[src/verilog/basket_pkg.sv]
////////////////////
// Basket package
// Widths, slot and command types, the empty-slot marker
// and the fixed unit-price table of the basket controller
////////////////////

`default_nettype none

package basket_pkg;

	localparam int ID_W = 4;
	localparam int QTY_W = 4;
	localparam int PRICE_W = 16;
	localparam int TOTAL_W = 20;

	// An empty slot has every field all ones
	localparam logic [ID_W-1:0] EMPTY_ID = ID_W'(15);

	typedef enum logic [1:0] {
		OP_NONE = 2'd0,
		OP_ADD = 2'd1,
		OP_CANCEL = 2'd2
	} basket_op_t;

	typedef struct packed {
		logic [ID_W-1:0] id;
		logic [QTY_W-1:0] qty;
		logic [PRICE_W-1:0] price;
	} basket_entry_t;

	// Id is the product id on an add and the slot position on a cancel
	typedef struct packed {
		basket_op_t op;
		logic [ID_W-1:0] id;
		logic [QTY_W-1:0] qty;
	} basket_cmd_t;

	typedef struct packed {
		basket_cmd_t cmd;
		logic [PRICE_W-1:0] price;
	} priced_cmd_t;

	// Unit prices by product id, id 15 is never stored
	localparam logic [PRICE_W-1:0] UNIT_PRICE [1 << ID_W] = '{
		16'd120, 16'd45, 16'd999, 16'd310,
		16'd75, 16'd580, 16'd12, 16'd260,
		16'd899, 16'd150, 16'd33, 16'd470,
		16'd640, 16'd5, 16'd725, 16'd0
	};

endpackage

`default_nettype wire

[src/verilog/basket_cmd_decode.sv]
////////////////////
// Basket command decode
// Validates add and cancel strobes against the item count,
// keeps the count and issues one command per accepted request
////////////////////

`default_nettype none

module basket_cmd_decode #(
	parameter int MAX_ITEMS = 12
) (
	input wire CLK,
	input wire RESET_N,
	input wire enable,
	input wire cancel,
	input wire [basket_pkg::ID_W-1:0] id,
	input wire [basket_pkg::QTY_W-1:0] qtt,
	output logic [basket_pkg::ID_W-1:0] num,
	output basket_pkg::basket_cmd_t cmd
);

	import basket_pkg::*;

	logic add_ok;
	logic cancel_ok;
	logic [ID_W-1:0] count_q;
	basket_op_t op_q;
	logic [ID_W-1:0] id_q;
	logic [QTY_W-1:0] qty_q;

	// Both strobes high together is treated as no request
	assign add_ok = enable && !cancel && (count_q < ID_W'(MAX_ITEMS)) && (id != EMPTY_ID);
	assign cancel_ok = cancel && !enable && (id < count_q);

	// Count includes commands still in flight, so later requests see the final fill level
	always_ff @(posedge CLK) begin
		if (!RESET_N) begin
			count_q <= '0;
			op_q <= OP_NONE;
		end else if (add_ok) begin
			count_q <= count_q + 1'b1;
			op_q <= OP_ADD;
		end else if (cancel_ok) begin
			count_q <= count_q - 1'b1;
			op_q <= OP_CANCEL;
		end else begin
			op_q <= OP_NONE;
		end
	end

	always_ff @(posedge CLK) begin
		id_q <= id;
		qty_q <= qtt;
	end

	assign cmd = '{op: op_q, id: id_q, qty: qty_q};
	assign num = count_q;

endmodule

`default_nettype wire

[src/verilog/price_calc.sv]
////////////////////
// Price calculator
// Execute stage of the basket pipeline. Looks up the unit
// price of the product and multiplies it by the quantity
////////////////////

`default_nettype none

module price_calc (
	input wire CLK,
	input wire RESET_N,
	input wire basket_pkg::basket_cmd_t cmd,
	output basket_pkg::priced_cmd_t priced
);

	import basket_pkg::*;

	logic [PRICE_W-1:0] unit_price;
	logic [PRICE_W-1:0] line_price;
	basket_op_t op_q;
	logic [ID_W-1:0] id_q;
	logic [QTY_W-1:0] qty_q;
	logic [PRICE_W-1:0] price_q;

	// On a cancel the id is a position, so the lookup result is dropped
	assign unit_price = UNIT_PRICE[cmd.id];

	// Product truncated to the price width
	assign line_price = (cmd.op == OP_ADD) ? PRICE_W'(unit_price * cmd.qty) : '0;

	always_ff @(posedge CLK) begin
		if (!RESET_N) begin
			op_q <= OP_NONE;
		end else begin
			op_q <= cmd.op;
		end
	end

	always_ff @(posedge CLK) begin
		id_q <= cmd.id;
		qty_q <= cmd.qty;
		price_q <= line_price;
	end

	assign priced = '{
		cmd: '{op: op_q, id: id_q, qty: qty_q},
		price: price_q
	};

endmodule

`default_nettype wire

[src/verilog/basket_list.sv]
////////////////////
// Basket list
// Result stage holding the basket slots. Appends added
// products, closes the gap left by a cancel and keeps
// the running total of all line prices
////////////////////

`default_nettype none

module basket_list #(
	parameter int MAX_ITEMS = 12
) (
	input wire CLK,
	input wire RESET_N,
	input wire basket_pkg::priced_cmd_t priced,
	output basket_pkg::basket_entry_t items [MAX_ITEMS],
	output logic [basket_pkg::TOTAL_W-1:0] total_price
);

	import basket_pkg::*;

	localparam basket_entry_t EMPTY_ENTRY = '{id: EMPTY_ID, qty: '1, price: '1};

	basket_entry_t new_entry;
	basket_entry_t shifted [MAX_ITEMS];
	logic [ID_W-1:0] wr_ptr;
	logic [ID_W-1:0] pos;
	logic [PRICE_W-1:0] removed_price;
	logic [TOTAL_W-1:0] total_q;

	assign pos = priced.cmd.id;
	assign new_entry = '{id: priced.cmd.id, qty: priced.cmd.qty, price: priced.price};

	// Commands arrive validated, so pos always points at a filled slot
	assign removed_price = items[pos].price;

	// Every slot seen one place down, the top slot becomes empty
	always_comb begin
		for (int i = 0; i < MAX_ITEMS - 1; i++) begin
			shifted[i] = items[i + 1];
		end
		shifted[MAX_ITEMS - 1] = EMPTY_ENTRY;
	end

	always_ff @(posedge CLK) begin
		if (!RESET_N) begin
			for (int i = 0; i < MAX_ITEMS; i++) begin
				items[i] <= EMPTY_ENTRY;
			end
			wr_ptr <= '0;
			total_q <= '0;
		end else begin
			case (priced.cmd.op)
				OP_ADD: begin
					items[wr_ptr] <= new_entry;
					wr_ptr <= wr_ptr + 1'b1;
					total_q <= total_q + TOTAL_W'(priced.price);
				end
				OP_CANCEL: begin
					// Slots below the cancelled one keep their place
					for (int i = 0; i < MAX_ITEMS; i++) begin
						if (ID_W'(i) >= pos) begin
							items[i] <= shifted[i];
						end
					end
					wr_ptr <= wr_ptr - 1'b1;
					total_q <= total_q - TOTAL_W'(removed_price);
				end
				default: begin
					wr_ptr <= wr_ptr;
				end
			endcase
		end
	end

	assign total_price = total_q;

endmodule

`default_nettype wire

[src/verilog/basket_controller.sv]
////////////////////
// Basket controller
// Top level of the shopping basket. Requests pass through
// decode, price calculation and the slot list in turn
////////////////////

`default_nettype none

module basket_controller #(
	parameter int MAX_ITEMS = 12
) (
	input wire CLK,
	input wire RESET_N,
	input wire enable,
	input wire cancel,
	input wire [basket_pkg::ID_W-1:0] id,
	input wire [basket_pkg::QTY_W-1:0] qtt,
	output logic [basket_pkg::ID_W-1:0] num,
	output logic [basket_pkg::TOTAL_W-1:0] total_price,
	output basket_pkg::basket_entry_t items [MAX_ITEMS]
);

	import basket_pkg::*;

	basket_cmd_t cmd;
	priced_cmd_t priced;

	basket_cmd_decode #(
		.MAX_ITEMS(MAX_ITEMS)
	) i_decode (
		.CLK(CLK),
		.RESET_N(RESET_N),
		.enable(enable),
		.cancel(cancel),
		.id(id),
		.qtt(qtt),
		.num(num),
		.cmd(cmd)
	);

	price_calc i_price_calc (
		.CLK(CLK),
		.RESET_N(RESET_N),
		.cmd(cmd),
		.priced(priced)
	);

	basket_list #(
		.MAX_ITEMS(MAX_ITEMS)
	) i_list (
		.CLK(CLK),
		.RESET_N(RESET_N),
		.priced(priced),
		.items(items),
		.total_price(total_price)
	);

endmodule

`default_nettype wire

[config.mk]
export PLATFORM = sky130hd
export DESIGN_NAME = basket_controller
export DESIGN_NICKNAME = d
export VERILOG_FILES = /design/src/verilog/basket_pkg.sv /design/src/verilog/basket_cmd_decode.sv /design/src/verilog/price_calc.sv /design/src/verilog/basket_list.sv /design/src/verilog/basket_controller.sv
export SDC_FILE = /design/constraint.sdc
export NUM_CORES = 1
export LEC_CHECK = 0
export BUFFER_PORTS_ARGS = -buffer_cell sky130_fd_sc_hd__clkbuf_2
export CORE_UTILIZATION = 51
export CTS_CLUSTER_DIAMETER = 30
export DETAILED_ROUTE_END_ITERATION = 7
export PLACE_DENSITY_LB_ADDON = 0.05
export REMOVE_ABC_BUFFERS = 1
export SYNTH_ARGS = -nofsm -noshare
export SYNTH_HDL_FRONTEND = slang
export SYNTH_SLANG_ARGS = --single-unit
export TNS_END_PERCENT = 20
[constraint.sdc]
create_clock -name CLK -period 11.8 [get_ports CLK]
set_input_delay 2.36 -clock CLK [delete_from_list [all_inputs] [get_ports CLK]]
set_output_delay 2.36 -clock CLK [all_outputs]
set_load 0.05 [all_outputs]
==> flow_metrics.tcl <==
set metrics [dict create \
    status "finished, final reports clean" \
    setup_viol 0 \
    async_flop_share_pct 0 \
    synth-edff-count 0 \
    drtIter0Drc 1751 \
    crit_slowest_cell "a2111oi_0" \
    grt_pass1_wl_um 97300 \
    syn_area_per_cell_um2 8.61 \
    hold_path.class "flip-flop to flip-flop" \
    drt-total-wl_um 63700 \
    syn_inst 2086 \
    drc 0 \
    ys_warn_count 0 \
    worst-path-buf-inv 2 \
    grt_pass1_vias 16656 \
    whs_ns 0.412 \
    cpMostUsedCell "o21ai_0" \
    stdcell_count 2842 \
    drive_gt1_share_pct 24.1 \
    placed_cell_area_um2 19700 \
    path_cells "inv_1 > ha_4 > buf_4 > o211ai_1 > o21ai_0 > ha_1 > o21ai_0 > a2111oi_0 > o21ai_0 > nand3_1 > xnor2_1 > or3_1 > a21oi_1" \
    cts_tree "done" \
    finClkSkew_ns 0.0295 \
    totalPowerFinal_mw 4.23 \
    ctsHtreeMaxLevel 3 \
    drt-vias-per-instance 6.21 \
    cp.arrival_ns 5.36 \
    dp_hpwl_um 40600 \
    clock_sinks 351 \
    ys.flop_type "dfxtp_1" \
    syn_to_final_growth_pct 26.4 \
    ys_seq_area_share_pct 39.1 \
    slew_headroom_pct 21.1 \
    post-route-util_pct 65.5 \
    tightest_slew_ns 1.18 \
    hold_violations 0 \
    wl_per_cell_um 22.4 \
    root_buffer "clkbuf_16" \
    grt_remaining_overflow 0 \
    first_pass_iters 6 \
    period_needed_ns 4.87 \
    crit_fanout 106 \
    cts.repair.resized 0 \
    clk_pin_slew_worst_paths_ns 0.04 \
    die_h_um 190 \
    die_width_um 190 \
    ant_nets 0 \
    postCtsHoldBufs 0 \
    core_um2 34600 \
    dp_cells 2687 \
    cpPeakStageDelay_ns 0.97 \
    max_cap_viol_count 0 \
    clk_path_buf_depth 3 \
    syn-cell-area_um2 18000 \
    synth-seq-cells 351 \
    fin_nets 2402 \
    nFillCells 2945 \
    cts_made_buffers 84 \
    antenna_found_initial 0 \
    ys_types 53 \
    drv_slew 0 \
    start_kind "flip-flop" \
    diodes 0 \
    numPortBuffers 323 \
    setup_slack_ns 6.93 \
    crit_required_ns 12.29 \
    grt_max_degree 108 \
    period_share_pct 41.3 \
    worstSetupEndpointType "flip-flop" \
    fp-row-count 68 \
    fp.dieArea_um2 36000 \
    grt_usage_pct 34.8 \
    pre_cts_ws_ns 7.05 \
    tns_ns 0 \
    worstSkewPairLatency_ns 0.60 \
    gp_congestion 0.889 \
    via_count 17640 \
    fmax_ghz 0.205 \
    path_delay_family "compound AO/OA/AOI/OAI gates" \
    p_leak_nw 10.2 \
    ios 324 \
    start_util_pct 51.8 \
    rsz0062_at_grt "false" \
    design_area_um2 22700 \
    vdd_ir_drop_max_v 0.000122 \
    cts_setup_buffers 0 \
    worst-setup-path-type "flip-flop to flip-flop" \
    power_density_nw_per_um2 186 \
]
-- per-layer routing --
metal  wire, um  part of all wire [%]  vias to the layer above  GRT usage [%]
met2      28500                    45                      950           53.6
met5          0                     0                        -              0
met3       6360                    10                      171           8.63
met1      26000                    41                     8437           45.3
met4       2830                   4.4                        0           17.5
li1           -                     -                     8082              -
-- worst paths after layout --
kind                                                 startpoint                             endpoint  slack [ns]  depth (start not counted)
worst min register to register         i_decode.id_q[1]$_DFF_P_         i_price_calc.id_q[1]$_DFF_P_        0.41                          0
worst max register to register  i_price_calc.op_q[0]$_SDFF_PN0_  i_list.total_price[19]$_SDFFE_PN0P_        6.93                         13
worst max-delay path            i_price_calc.op_q[0]$_SDFF_PN0_  i_list.total_price[19]$_SDFFE_PN0P_        6.93                         13
worst min-delay path                   i_decode.id_q[1]$_DFF_P_         i_price_calc.id_q[1]$_DFF_P_        0.41                          0
-- cell usage in the layout, fill, tap and decap left out, drive strengths merged, types with 3 or more instances in the layout --
cell / n
clkbuf: 427
dfxtp: 351
nand2: 268
o211ai: 223
a21oi: 168
nor2: 132
o21ai: 120
a22oi: 91
inv: 59
a211oi: 53
ha: 53
mux4: 49
nor3: 36
and2: 34
nor2b: 33
nand3: 27
buf: 26
mux2i: 22
clkinv: 22
xnor2: 19
fa: 19
nand2b: 13
clkinvlp: 13
xor2: 12
or3: 12
a21o: 11
nand4: 11
bufinv: 10
nor4: 10
or2: 6
nand3b: 5
o31ai: 5
and3: 5
o21a: 5
a221o: 5
a31oi: 4
nor3b: 3
o22ai: 3
-- cell families after synthesis --
group / count (synthesis) / synth area share [%]
xor gates and xnor gates: 31 / 1.51
DFF: 351 / 39.1
and+or+nand+nor: 602 / 15.2
adders and majority gates: 72 / 5.81
buffers and inverters: 256 / 5.39
AOI/OAI and AO/OA: 703 / 25.6
muxes: 71 / 7.37
-- synth_stat cells (all sizes together) (3+ instances only) --
master,instances,area share (%)
dfxtp,351,39
nand2,268,5.6
o211ai,223,9.3
clkbuf,175,3.7
a21oi,168,4.7
nor2,132,2.8
o21ai,120,3.4
a22oi,91,3.8
a211oi,53,2.2
ha,53,3.7
inv,53,1.1
mux4,49,6.1
nor3,36,1.0
and2,34,1.2
nor2b,33,1.1
buf,28,0.62
nand3,27,0.75
mux2i,22,1.2
fa,19,2.1
xnor2,19,0.93
nand2b,13,0.45
or3,12,0.47
xor2,12,0.59
a21o,11,0.46
nand4,11,0.38
nor4,10,0.38
or2,6,0.21
a221o,5,0.28
and3,5,0.17
nand3b,5,0.21
o21a,5,0.21
o31ai,5,0.21
a31oi,4,0.14
nor3b,3,0.13
o22ai,3,0.10
-- report_power, final --
part,internal (mW),total [mW],switching (mW),leakage (nW)
sequential,1.22,1.26,0.0398,2.85
combinational,0.198,0.581,0.383,5.88
clock,1.63,2.39,0.764,1.43
-- layout make-up --
type	count	area (um^2)	area share, %
Clock buffer	104	2330	10.3
Sequential cell	351	7030	31.0
Tap cell	455	569	2.51
Multi-Input combinational cell	1479	10100	44.5
Clock inverter	51	638	2.81
Inverter	53	199	0.877
Timing Repair Buffer	349	1820	8.02
-- flip-flops by register name, summed over array words and instances, names as in the netlist --
name	flops
i_list.items	288
i_list.total_price	20
i_price_calc.price_q	15
i_decode.id_q	4
i_decode.num	4
i_decode.qty_q	4
i_list.wr_ptr	4
i_price_calc.id_q	4
i_price_calc.qty_q	4
i_decode.op_q	2
i_price_calc.op_q	2
No activity file was read; power rests on OpenSTA's default activity.
